## src/common/decodePkg.sv

```systemverilog
package decodePkg;

  ////////////////////
  // Widths and sizes
  ////////////////////
  localparam int regWidth    = 16;  // Scalar register data width
  localparam int numRegs     = 16;
  localparam int regIdxWidth = 4;
  localparam int irWidth     = 32;  // Instruction word
  localparam int pcWidth     = 16;
  localparam int immWidth    = 16;  // Raw immediate in ir[15:0]

  ////////////////////
  // Instruction fields
  ////////////////////
  localparam int opcodeMsb = 31;
  localparam int opcodeLsb = 24;
  localparam int destMsb   = 23;    // STW data source as well
  localparam int destLsb   = 20;
  localparam int src1Msb   = 19;    // Destination of MOV and MOVI
  localparam int src1Lsb   = 16;
  localparam int src2Msb   = 11;
  localparam int src2Lsb   = 8;

  localparam int opcodeWidth = opcodeMsb - opcodeLsb + 1;

  ////////////////////
  // Condition code
  ////////////////////
  localparam int ccWidth = 3;
  localparam logic [ccWidth-1:0] ccNeg  = 3'b100;
  localparam logic [ccWidth-1:0] ccZero = 3'b010;
  localparam logic [ccWidth-1:0] ccPos  = 3'b001;

  // Upper opcode bits shared by all BR forms
  localparam logic [opcodeWidth-ccWidth-1:0] brPrefix = 5'b01000;

  // Branch encodings carry their n/z/p mask in the low three bits
  typedef enum logic [opcodeWidth-1:0] {
    opNop   = 8'h00,
    opAdd   = 8'h01,
    opAddi  = 8'h02,
    opAnd   = 8'h03,
    opAndi  = 8'h04,
    opMov   = 8'h05,
    opMovi  = 8'h06,
    opLdw   = 8'h07,
    opStw   = 8'h08,
    opBrn   = 8'h44,  // n
    opBrz   = 8'h42,  // z
    opBrp   = 8'h41,  // p
    opBrnz  = 8'h46,
    opBrnp  = 8'h45,
    opBrzp  = 8'h43,
    opBrnzp = 8'h47   // Always taken
  } opcodeE;

endpackage

```

## src/decode/operandDecoder.sv

```systemverilog
`timescale 1ns/1ps

module operandDecoder import decodePkg::*; (
  input  logic [irWidth-1:0]     ir,
  output opcodeE                 opcode,
  output logic [regIdxWidth-1:0] dest,      // Selected destination
  output logic [regIdxWidth-1:0] src1,
  output logic [regIdxWidth-1:0] src2,
  output logic [regWidth-1:0]    imm,
  output logic                   writesReg,
  output logic                   usesSrc1,
  output logic                   usesSrc2,
  output logic                   usesDest,  // STW store data
  output logic                   isBranch,
  output logic [ccWidth-1:0]     ccMask
);

  logic [opcodeWidth-1:0]     rawOp;
  logic signed [immWidth-1:0] rawImm;

  assign rawOp  = ir[opcodeMsb:opcodeLsb];
  assign rawImm = ir[immWidth-1:0];

  ////////////////////
  // Opcode classification
  ////////////////////
  always_comb begin
    case (rawOp)
      opAdd, opAddi, opAnd, opAndi, opMov, opMovi, opLdw, opStw,
      opBrn, opBrz, opBrp, opBrnz, opBrnp, opBrzp, opBrnzp: opcode = opcodeE'(rawOp);
      default: opcode = opNop;  // Anything unknown issues as a bubble
    endcase
  end

  // Which fields each instruction reads or writes
  always_comb begin
    writesReg = 1'b0;
    usesSrc1  = 1'b0;
    usesSrc2  = 1'b0;
    usesDest  = 1'b0;
    case (opcode)
      opAdd, opAnd: begin
        writesReg = 1'b1;
        usesSrc1  = 1'b1;
        usesSrc2  = 1'b1;
      end
      opAddi, opAndi, opLdw: begin
        writesReg = 1'b1;
        usesSrc1  = 1'b1;
      end
      opMov: begin
        writesReg = 1'b1;
        usesSrc2  = 1'b1;  // MOV copies the src2 register
      end
      opMovi: writesReg = 1'b1;
      opStw: begin
        usesSrc1 = 1'b1;  // Base address
        usesDest = 1'b1;  // Data to store
      end
      default: ;
    endcase
  end

  // MOV and MOVI put their target in the src1 field
  assign dest = (opcode == opMov || opcode == opMovi) ? ir[src1Msb:src1Lsb]
                                                      : ir[destMsb:destLsb];
  assign src1 = ir[src1Msb:src1Lsb];
  assign src2 = ir[src2Msb:src2Lsb];
  assign imm  = regWidth'(rawImm);  // Sign extension through the signed cast

  assign isBranch = (opcode[opcodeWidth-1:ccWidth] == brPrefix);
  assign ccMask   = isBranch ? opcode[ccWidth-1:0] : '0;

endmodule

```

## src/decode/regFile.sv

```systemverilog
`timescale 1ns/1ps

module regFile import decodePkg::*; (
  input  logic                   I_CLOCK,
  input  logic                   rstN,
  input  logic                   wbEnable,
  input  logic [regIdxWidth-1:0] wbIdx,
  input  logic [regWidth-1:0]    wbData,
  input  logic [regIdxWidth-1:0] rdIdx1,
  input  logic [regIdxWidth-1:0] rdIdx2,
  input  logic [regIdxWidth-1:0] rdIdx3,
  output logic [regWidth-1:0]    rdData1,
  output logic [regWidth-1:0]    rdData2,
  output logic [regWidth-1:0]    rdData3,   // STW data port
  output logic [ccWidth-1:0]     cc
);

  logic [regWidth-1:0] regs [numRegs];
  logic [ccWidth-1:0]  wbCc;  // Condition code of the value in flight

  // Read with same-cycle writeback bypass
  function automatic logic [regWidth-1:0] readPort(input logic [regIdxWidth-1:0] idx);
    if (wbEnable && wbIdx == idx) begin
      return wbData;
    end
    return regs[idx];
  endfunction

  ////////////////////
  // Read ports
  ////////////////////
  always_comb begin
    rdData1 = readPort(rdIdx1);
    rdData2 = readPort(rdIdx2);
    rdData3 = readPort(rdIdx3);
  end

  // Sign bit first, then nonzero
  always_comb begin
    if (wbData[regWidth-1]) begin
      wbCc = ccNeg;
    end else if (wbData != '0) begin
      wbCc = ccPos;
    end else begin
      wbCc = ccZero;
    end
  end

  ////////////////////
  // Writeback
  ////////////////////
  always_ff @(posedge I_CLOCK) begin
    if (!rstN) begin
      for (int i = 0; i < numRegs; i++) begin
        regs[i] <= '0;
      end
      cc <= ccZero;   // Registers all zero after reset
    end else if (wbEnable) begin
      regs[wbIdx] <= wbData;
      cc          <= wbCc;  // Every writeback updates cc
    end
  end

endmodule

```

## src/decode/scoreboard.sv

```systemverilog
`timescale 1ns/1ps

module scoreboard import decodePkg::*; (
  input  logic                   I_CLOCK,
  input  logic                   rstN,
  input  logic                   wbEnable,
  input  logic [regIdxWidth-1:0] wbIdx,
  input  logic [regIdxWidth-1:0] src1,
  input  logic [regIdxWidth-1:0] src2,
  input  logic [regIdxWidth-1:0] dest,
  input  logic                   usesSrc1,
  input  logic                   usesSrc2,
  input  logic                   usesDest,
  input  logic                   isBranch,
  input  logic                   instrValid,
  input  logic                   fetchStall,
  input  logic [regIdxWidth-1:0] setIdx,    // Register written by this instruction
  input  logic                   writesReg,
  output logic                   depStall,
  output logic                   branchStall
);

  logic [numRegs-1:0] pending;  // One bit per register, set until writeback
  logic               srcHazard;
  logic               branchHazard;
  logic               accept;

  // Source still owed by an older instruction
  // A writeback this cycle reaches the read through the bypass
  function automatic logic busy(input logic uses, input logic [regIdxWidth-1:0] idx);
    return uses && pending[idx] && !(wbEnable && wbIdx == idx);
  endfunction

  ////////////////////
  // Stall decision
  ////////////////////
  always_comb begin
    srcHazard = busy(usesSrc1, src1) || busy(usesSrc2, src2) || busy(usesDest, dest);
  end

  // cc only final once nothing is in flight
  assign branchHazard = isBranch && (|pending);

  assign depStall    = instrValid && (srcHazard || branchHazard);
  assign branchStall = instrValid && isBranch;   // Fetch holds while a branch decodes
  assign accept      = instrValid && !fetchStall && !depStall;

  ////////////////////
  // Pending bits
  ////////////////////
  always_ff @(posedge I_CLOCK) begin
    if (!rstN) begin
      pending <= '0;
    end else begin
      for (int i = 0; i < numRegs; i++) begin
        // Set beats clear on the same register
        if (accept && writesReg && setIdx == regIdxWidth'(i)) begin
          pending[i] <= 1'b1;
        end else if (wbEnable && wbIdx == regIdxWidth'(i)) begin
          pending[i] <= 1'b0;
        end
      end
    end
  end

endmodule

```

## src/decode/issueRegister.sv

```systemverilog
`timescale 1ns/1ps

module issueRegister import decodePkg::*; (
  input  logic                   I_CLOCK,
  input  logic                   rstN,
  input  logic                   instrValid,
  input  logic                   fetchStall,
  input  logic                   depStall,
  input  logic [pcWidth-1:0]     pc,
  input  opcodeE                 opcode,
  input  logic [regWidth-1:0]    rdData1,
  input  logic [regWidth-1:0]    rdData2,
  input  logic [regWidth-1:0]    rdData3,
  input  logic [regIdxWidth-1:0] setIdx,
  input  logic [regWidth-1:0]    imm,
  input  logic                   isBranch,
  input  logic [ccWidth-1:0]     ccMask,
  input  logic [ccWidth-1:0]     cc,
  output logic                   issueValid,
  output logic [pcWidth-1:0]     issuePc,
  output opcodeE                 issueOpcode,
  output logic [regWidth-1:0]    src1Value,
  output logic [regWidth-1:0]    src2Value,
  output logic [regWidth-1:0]    storeValue,
  output logic [regIdxWidth-1:0] destIdx,
  output logic [regWidth-1:0]    issueImm,
  output logic                   branchTaken
);

  logic accept;
  logic taken;

  assign accept = instrValid && !fetchStall && !depStall;

  // Taken when the n/z/p mask hits the current cc
  assign taken = isBranch && (|(ccMask & cc));

  ////////////////////
  // Control
  ////////////////////
  always_ff @(posedge I_CLOCK) begin
    if (!rstN) begin
      issueValid  <= 1'b0;
      branchTaken <= 1'b0;
    end else begin
      issueValid <= accept;  // High for one cycle per accepted instruction
      if (accept) begin
        branchTaken <= taken;
      end
    end
  end

  ////////////////////
  // Payload, held when nothing is accepted
  ////////////////////
  always_ff @(posedge I_CLOCK) begin
    if (accept) begin
      issuePc     <= pc;
      issueOpcode <= opcode;
      src1Value   <= rdData1;
      src2Value   <= rdData2;
      storeValue  <= rdData3;  // Only meaningful for STW
      destIdx     <= setIdx;
      issueImm    <= imm;
    end
  end

endmodule

```

## src/decode/decodeStage.sv

```systemverilog
`timescale 1ns/1ps

module decodeStage import decodePkg::*; (
  input  logic                   I_CLOCK,
  input  logic                   rstN,
  // Fetch side
  input  logic                   instrValid,
  input  logic [pcWidth-1:0]     pc,
  input  logic [irWidth-1:0]     ir,
  input  logic                   fetchStall,
  // Writeback side
  input  logic                   wbEnable,
  input  logic [regIdxWidth-1:0] wbIdx,
  input  logic [regWidth-1:0]    wbData,
  // Back to fetch
  output logic                   depStall,
  output logic                   branchStall,
  // Toward execute
  output logic                   issueValid,
  output logic [pcWidth-1:0]     issuePc,
  output opcodeE                 issueOpcode,
  output logic [regWidth-1:0]    src1Value,
  output logic [regWidth-1:0]    src2Value,
  output logic [regWidth-1:0]    storeValue,
  output logic [regIdxWidth-1:0] destIdx,
  output logic [regWidth-1:0]    imm,
  output logic                   branchTaken
);

  opcodeE                 opcode;
  logic [regIdxWidth-1:0] dest;
  logic [regIdxWidth-1:0] src1;
  logic [regIdxWidth-1:0] src2;
  logic [regWidth-1:0]    decImm;    // Sign-extended, not yet issued
  logic                   writesReg;
  logic                   usesSrc1;
  logic                   usesSrc2;
  logic                   usesDest;
  logic                   isBranch;
  logic [ccWidth-1:0]     ccMask;
  logic [regWidth-1:0]    rdData1;
  logic [regWidth-1:0]    rdData2;
  logic [regWidth-1:0]    rdData3;
  logic [ccWidth-1:0]     cc;

  ////////////////////
  // Input side
  ////////////////////
  operandDecoder dec0 (
    .ir(ir), .opcode(opcode), .dest(dest), .src1(src1), .src2(src2), .imm(decImm),
    .writesReg(writesReg), .usesSrc1(usesSrc1), .usesSrc2(usesSrc2),
    .usesDest(usesDest), .isBranch(isBranch), .ccMask(ccMask)
  );

  ////////////////////
  // Register state and hazards
  ////////////////////
  regFile rf0 (
    .I_CLOCK(I_CLOCK), .rstN(rstN), .wbEnable(wbEnable), .wbIdx(wbIdx), .wbData(wbData),
    .rdIdx1(src1), .rdIdx2(src2), .rdIdx3(dest),  // Port 3 reads STW data
    .rdData1(rdData1), .rdData2(rdData2), .rdData3(rdData3), .cc(cc)
  );

  scoreboard sb0 (
    .I_CLOCK(I_CLOCK), .rstN(rstN), .wbEnable(wbEnable), .wbIdx(wbIdx),
    .src1(src1), .src2(src2), .dest(dest),
    .usesSrc1(usesSrc1), .usesSrc2(usesSrc2), .usesDest(usesDest), .isBranch(isBranch),
    .instrValid(instrValid), .fetchStall(fetchStall), .setIdx(dest),
    .writesReg(writesReg), .depStall(depStall), .branchStall(branchStall)
  );

  ////////////////////
  // Output side
  ////////////////////
  issueRegister iss0 (
    .I_CLOCK(I_CLOCK), .rstN(rstN), .instrValid(instrValid), .fetchStall(fetchStall),
    .depStall(depStall), .pc(pc), .opcode(opcode),
    .rdData1(rdData1), .rdData2(rdData2), .rdData3(rdData3), .setIdx(dest),
    .imm(decImm), .isBranch(isBranch), .ccMask(ccMask), .cc(cc),
    .issueValid(issueValid), .issuePc(issuePc), .issueOpcode(issueOpcode),
    .src1Value(src1Value), .src2Value(src2Value), .storeValue(storeValue),
    .destIdx(destIdx), .issueImm(imm), .branchTaken(branchTaken)
  );

endmodule

```

## config.mk

```make
export PLATFORM = sky130hd
export DESIGN_NAME = decodeStage
export DESIGN_NICKNAME = d
export VERILOG_FILES = /design/src/common/decodePkg.sv /design/src/decode/operandDecoder.sv /design/src/decode/regFile.sv /design/src/decode/scoreboard.sv /design/src/decode/issueRegister.sv /design/src/decode/decodeStage.sv
export SDC_FILE = /design/constraint.sdc
export NUM_CORES = 1
export LEC_CHECK = 0
export ABC_AREA = 1
export BUFFER_PORTS_ARGS = -buffer_cell sky130_fd_sc_hd__buf_2
export CELL_PAD_IN_SITES_DETAIL_PLACEMENT = 1
export CELL_PAD_IN_SITES_GLOBAL_PLACEMENT = 2
export CORE_MARGIN = 3
export CORE_UTILIZATION = 40
export DETAILED_ROUTE_END_ITERATION = 6
export GPL_TIMING_DRIVEN = 0
export PLACE_DENSITY = 0.9
export SYNTH_ARGS = -nofsm -noshare
export SYNTH_HDL_FRONTEND = slang
export SYNTH_SLANG_ARGS = --single-unit
```

## constraint.sdc

```tcl
create_clock -name I_CLOCK -period 15.15 [get_ports I_CLOCK]
set_clock_uncertainty 0.05 [all_clocks]
set_input_delay 4.545 -clock I_CLOCK [delete_from_list [all_inputs] [get_ports I_CLOCK]]
set_output_delay 4.545 -clock I_CLOCK [all_outputs]
set_load 0.05 [all_outputs]
```

Word-level counts from Yosys, hierarchy flattened

Memory sizes are Yosys's and may differ from the RTL's.
Cells that the tools add are included.

Bits in registers: 113
Memory bits (writable): 256
Bits of input ports: 73
Output and inout port bits: 96
Logic and storage cells: 234
Memories kept: 1

Memories:

| memory   | words | bits a word | rd ports | clocked after Yosys merged registers in | write ports | line          | text |
|---|---|---|---|---|---|---|---|
| rf0.regs | 16    | 16          | 3        | 0                                       | 16          | regFile.sv:18 | `logic [regWidth-1:0] regs [numRegs];` |

$lt $le $gt $ge: 3
Equal/unequal tests: 57
Mux-type cells: 63
Bitwise operators: 1
Reductions and logical operators: 83

Operators by type and width:

| kind                                                                         | count |
|---|---|
| 16-bit 2-to-1 mux                                                            | 7 |
| 4-bit == test, second input constant                                         | 16 |
| 8-bit by 3-bit == test with 1-bit output, second input constant              | 8 |
| 8-bit by 7-bit == test with 1-bit output, second input constant              | 7 |
| 1-bit logical AND                                                            | 48 |
| 1-bit 2-to-1 mux                                                             | 47 |
| 4-bit by 3-bit == test with 1-bit output, second input constant              | 8 |
| 8-bit by 2-bit == test with 1-bit output, second input constant              | 4 |
| 2-bit nonzero test                                                           | 16 |
| 16-bit OR reduction                                                          | 2 |
| 4-bit by 2-bit == test with 1-bit output, second input constant              | 4 |
| 8-bit by 1-bit == test with 1-bit output, second input constant              | 2 |
| 8-bit by 4-bit == test with 1-bit output, second input constant              | 2 |
| 16-bit nonzero test                                                          | 1 |
| 4-bit by 5-bit less-than comparator with 1-bit output, second input constant | 3 |
| 15-bit OR reduction                                                          | 1 |
| 1-bit binary-select mux with 4-bit select                                    | 3 |
| 4-bit == test                                                                | 3 |
| 4-bit by 1-bit == test with 1-bit output, second input constant              | 2 |
| 4-bit zero test                                                              | 2 |
| 4-bit 2-to-1 mux                                                             | 2 |
| 8-bit 2-to-1 mux                                                             | 1 |
| 7-bit OR reduction                                                           | 1 |
| 3-bit 2-to-1 mux                                                             | 2 |
| other kinds (7)                                                              | 15 |

Longest topological paths before layout

Depth after elaboration: 18
Mapped depth: 19
Mapped depth without buffers: 18

Cells and area by module

From an unflattened synthesis, not the netlist that was laid out.

Cell total of the unflattened synthesis: 3,211
Area total of the unflattened synthesis: 23,362.4 sq um

Modules (own cells, without submodules):

| module         | times used | cells an instance | area an instance (sq um) | seq. area each (sq um) |
|---|---|---|---|---|
| regFile        | 1          | 2,722             | 18,297.5                 | 7,747.4 |
| issueRegister  | 1          | 109               | 2,871.5                  | 2,802.7 |
| scoreboard     | 1          | 291               | 1,687.9                  | 320.3 |
| operandDecoder | 1          | 89                | 505.5                    | 0.0 |

Worst setup path before layout

Ideal clock, no wire load.

Path kind: input port to output port
Start point: input ir[29]
End point: output depStall
Arrival time: 6.674 ns
Path slack: 3.881 ns
Stages on the path: 13
Path buffers: 1
Path through: inv_1 nand2_1 nor2_2 nand2_2 nand3_1 nand2_2 buf_12 xor2_2 nand3_1 nand2_1 nor2_2 nand2_4 a21oi_1

Cells in the longest elaborated chain, start to end: 13
Elaborated cells between the ends (all ways): 49

Ends and longest elaborated chain:

| item                                                                        | line                 | text |
|---|---|---|
| start, declared                                                             | decodeStage.sv:9     | `input logic [irWidth-1:0] ir,` |
| 8-bit by 1-bit == test with 1-bit output, or another cell as far along      | operandDecoder.sv:28 | `case (rawOp)` |
| 15-bit OR reduction                                                         | operandDecoder.sv:28 |  |
| 8-bit 2-to-1 mux (*)                                                        | operandDecoder.sv:28 |  |
| 8-bit by 3-bit == test with 1-bit output                                    | operandDecoder.sv:65 | `assign dest = (opcode == opMov \|\| opcode == opMovi) ? ir[src1Msb:src1Lsb]` |
| 1-bit logical OR (*)                                                        | operandDecoder.sv:65 |  |
| 4-bit 2-to-1 mux (*)                                                        | operandDecoder.sv:65 |  |
| net dec0.dest[0]                                                            | operandDecoder.sv:6  | `output logic [regIdxWidth-1:0] dest,` |
| 1-bit binary-select mux with 4-bit select or 4-bit == test (tied branches)  | scoreboard.sv:31     | `return uses && pending[idx] && !(wbEnable && wbIdx == idx);` |
| 1-bit 2-to-1 mux (implied by the code) or 1-bit logical AND (tied branches) | scoreboard.sv:31     |  |
| 1-bit logical AND or 1-bit zero test (tied branches)                        | scoreboard.sv:31     |  |
| 1-bit logical AND (*)                                                       | scoreboard.sv:31     |  |
| 1-bit logical OR (*)                                                        | scoreboard.sv:38     | `srcHazard = busy(usesSrc1, src1) \|\| busy(usesSrc2, src2) \|\| busy(usesDest, dest);` |
| 1-bit logical OR (*)                                                        | scoreboard.sv:44     | `assign depStall = instrValid && (srcHazard \|\| branchHazard);` |
| 1-bit logical AND (*)                                                       | scoreboard.sv:44     |  |
| end, declared                                                               | decodeStage.sv:16    | `output logic depStall,` |

Mark *: on every way through the listed nets, which the timed path passes. The rest lies on a longest branch. The select of a mux whose other input is x is not followed.

Worst setup path after layout

Start point: input ir[19]
End point: output depStall

Cells in the longest elaborated chain, start to end: 8
Elaborated cells between the ends (all ways): 19

Ends and longest elaborated chain:

| item                                                                    | line |
|---|---|
| 4-bit 2-to-1 mux, or another cell as far along                          | operandDecoder.sv:65 |
| 1-bit binary-select mux with 4-bit select, or another cell as far along | scoreboard.sv:31 |
| 1-bit 2-to-1 mux (implied by the code), or another cell as far along    | scoreboard.sv:31 |
| 1-bit logical AND or 1-bit zero test (tied branches)                    | scoreboard.sv:31 |
| 1-bit logical AND or 1-bit logical OR (tied branches)                   | scoreboard.sv:31, scoreboard.sv:38 |
| 1-bit logical OR (*)                                                    | scoreboard.sv:38 |
| 1-bit logical OR (*)                                                    | scoreboard.sv:44 |
| 1-bit logical AND (*)                                                   | scoreboard.sv:44 |

Every way passes the cells marked *; elsewhere a longest branch is shown, timed or not. The select of a mux whose other input is x is not followed.

==> impl_metrics.csv <==
group,metric,value,unit
logic_synthesis,yosysUniqueCellTypes,42,
timing,timing.final.crit_share,79.0,%
placement,dp_hpwl,90200,µm
detailed_routing,detail_route.vias_per_cell,6.50,
clock_network,ctsRootBufferMaster,"clkbuf_16",
clock_network,cts_made_buffers,44,
placement,detailedPlace.worstSlack,3290,ps
clock_network,cts_tree,"built",
timing,final_max_slew_viol_count,0,
logic_synthesis,yosys.area_share.simple,22.4,%
detailed_routing,final_antenna_net_count,0,
clock_network,hold_buffer_count_at_cts,0,
critical_path,crit_path_frequent_cell,"nand2_1",
detailed_routing,post-route-drc-count,0,
floorplan,fp.dieW,234,µm
timing,hold_viol_final,0,
clock_network,clk_transition_reported_paths,60,ps
finish,final_layout_size_suffix_gt1_share,10.9,%
logic_synthesis,synthAdderAreaFrac,0,%
grt,wire_length_of_the_first_global_routing_pass,165000,µm
timing,grt_setup_unrepaired,"no",
critical_path,worst_setup_path_end_kind,"output pin",
clock_network,cts_max_path_buffers,3,
timing,worst_hold_slack,449,ps
placement,place.gp.congestion,1.11,
critical_path,worst_path_largest_cell_delay,700,ps
placement,dp.cells,3331,
logic_synthesis,synth.yosys.seq_area_share,52.5,%
placement,placedInstanceArea,22400,µm²
logic_synthesis,synth_edf_count,348,
logic_synthesis,ys.flop_type,"edfxtp_1",
critical_path,cp-start-kind,"input port",
finish,synthToLayoutAreaGrowth,15.2,%
power,static-leakage-power,9.18,nW
detailed_routing,detailroute.via_count,22171,
timing,report.final.setup_viol,0,
critical_path,timing.setup.critical_path_class,"input port to output pin",
floorplan,die_height,234,µm
critical_path,critical_path.max_fanout,10,
detailed_routing,routed_wl,121000,µm
logic_synthesis,post-synth-top-count-cell,"nand2_1",
clock_network,clock_latency_of_the_later_clocked_register_in_the_worst_skew_pair,610,ps
job,drv.max_cap_violation_count,0,
logic_synthesis,synth_top_family_by_area,"simple AND/OR/NAND/NOR gates",
finish,count_of_placed_standard_cells_in_the_final_layout_fillers_left_out,3413,
critical_path,cpMaxStageDelayCell,"clkinv_1",
logic_synthesis,synthArstFlopShare,0,%
critical_path,cp_cell_sequence,"clkbuf_1, clkinv_1, nand2_1, nand3_1, nand2_1, nor2_1, nand3_1, nand2_1, nor2_2, nand2_4, a21oi_1, buf_2",
logic_synthesis,synth_cells,2492,
power,power_per_cell_area,118,nW/µm²
floorplan,row_count,82,
floorplan,fp.coreArea,50700,µm²
finish,layout.cell_area.non_filler,23900,µm²
logic_synthesis,post_synth_mux_area_share,0,%
logic_synthesis,netlist_top_cells_count,"nand2_1, edfxtp_1, nor2_1",
logic_synthesis,compound_cell_area_share_of_the_yosys_netlist,17.7,%
logic_synthesis,synth_seq_cells,369,
detailed_routing,detail_route.iter0.violations,3445,
logic_synthesis,xor_xnor_cell_area_share_of_the_yosys_netlist,0.121,%
grt,antenna_found_initial,6,
logic_synthesis,synth_area_leaders,"edfxtp_1, nand2_1, o21ai_0",
grt,first_global_vias,21224,
floorplan,dieArea,54600,µm²
status,status,"finished clean",
clock_network,cts_sinks,369,
clock_network,cts_resized,0,
logic_synthesis,synth_top_area_share,50.4,%
critical_path,crit_arrival,7370,ps
grt,grt_max_degree,63,
timing,timing_worst_slew_pin_value,1430,ps
detailed_routing,wirelength_per_cell,35.3,µm
critical_path,worst-endpoint-required,10560,ps
logic_synthesis,mappedNetlistArea,20700,µm²
clock_network,post_cts.repair.setup_buffers,0,
logic_synthesis,yosys_warnings,0,
detailed_routing,firstDrtPassIters,6,
floorplan,floorplan.initialDensity,40.9,%
timing,final_period_minus_worst_setup_slack,11970,ps
timing,setup_total_negative_slack,0,ps
grt,grt_overflow,0,
grt,grt_usage,43.7,%
worst_hold_path,holdCritPathClass,"flop to flop",
power,vdd_ir_drop_max,0.0941,mV
logic_synthesis,yosysTopAreaCell,"edfxtp_1",
finish,design.final.nets,2778,
placement,count_of_buffers_from_port_buffering,164,
clock_network,htree_num_levels,2,
timing,max_slew_margin,4.93,%
logic_synthesis,syn_avg_cell_area,8.31,µm²
floorplan,top_level_ports,169,
finish,filler_cell_count,6160,
timing,achievable-frequency,0.0836,GHz
timing,setup_slack,3180,ps
-- final timing paths --
kind	start	endpoint	slack [ps]	cells past startpoint
worst min register to register	rf0.cc[0]$_SDFFE_PN0P_	rf0.cc[0]$_SDFFE_PN0P_	450	2
worst max-delay path	ir[19]	depStall	3180	12
worst min-delay path	rf0.cc[0]$_SDFFE_PN0P_	rf0.cc[0]$_SDFFE_PN0P_	450	2
worst max register to register	sb0.pending[13]$_SDFFE_PN0P_	iss0.src2Value[5]$_DFFE_PP_	11870	8
-- per-stage QoR --
| step | util [%] | power (mW) |
|---|---|---|
| after detailed placement | 44.2 | 1.69 |
| after CTS | 47.1 | 2.77 |
| after floorplan | - | 1.47 |
| final | 47.1 | 2.81 |
| after global routing | 47.1 | 2.85 |
| after global placement | 44.2 | 1.69 |
-- critical path, delay by kind of cell --
family / cells / cell delay [ps]
buf+inv: 3 / 1590
compound gates: 1 / 150
simple gates: 8 / 1080
-- cell type report --
cell class	count	area, µm²	area share (%)
multi-input combinational	1743	8340	34.9
buffer	192	802	3.36
sequential	369	10900	45.5
timing repair buffer	165	848	3.55
tap	672	841	3.52
inverter	190	716	3.00
clock inverter	33	309	1.29
clock buffer	48	1140	4.77
antenna	1	2.50	0.0105
-- cell families (layout without fill, tap and decap cells) --
logic type,Yosys count,count (layout)
simple gates,1091,1091
compound gates,647,647
buf+inv,382,628
flops,369,369
xor+xnor,2,2
other cells,1,4
-- where the power goes --
group / leakage, nW / internal [mW] / switching [mW]
registers: 3.49 / 1.18 / 0.0316
clock network: 0.685 / 0.617 / 0.483
logic: 5.01 / 0.0980 / 0.401
-- cell usage in the layout, fill, tap and decap left out, drive strengths merged, types with 6 or more instances in the layout --
master	synthesis	layout
dfxtp	21	21
o21ai	324	324
a21oi	149	149
a31oi	32	32
buf	58	223
nor2	351	351
clkinv	18	35
nand2	453	453
o211ai	130	130
edfxtp	348	348
nand3b	6	6
clkinvlp	0	8
nand3	237	237
clkbuf	134	182
nand4	36	36
inv	172	176
-- layer usage --
metal  up-vias  part of all wire, %  routed length [µm]  GRT usage, %
met5         -                0.036                  43             0
met4         6                  7.1                8540          25.2
met3       385                   14               16800          15.1
met2      1699                   40               48500          61.0
met1     10970                   39               46700          58.4
li1       9111                    -                   -             -
-- state kept, by name, summed over array words and instances, names as in the netlist --
| signal | flops |
|---|---|
| rf0.regs | 256 |
| iss0.issueImm | 16 |
| iss0.issuePc | 16 |
| iss0.src1Value | 16 |
| iss0.src2Value | 16 |
| iss0.storeValue | 16 |
| sb0.pending | 16 |
| iss0.issueOpcode | 8 |
| iss0.destIdx | 4 |
| rf0.cc | 3 |
| iss0.branchTaken | 1 |
| iss0.issueValid | 1 |
(Power assumes the default switching activity.)
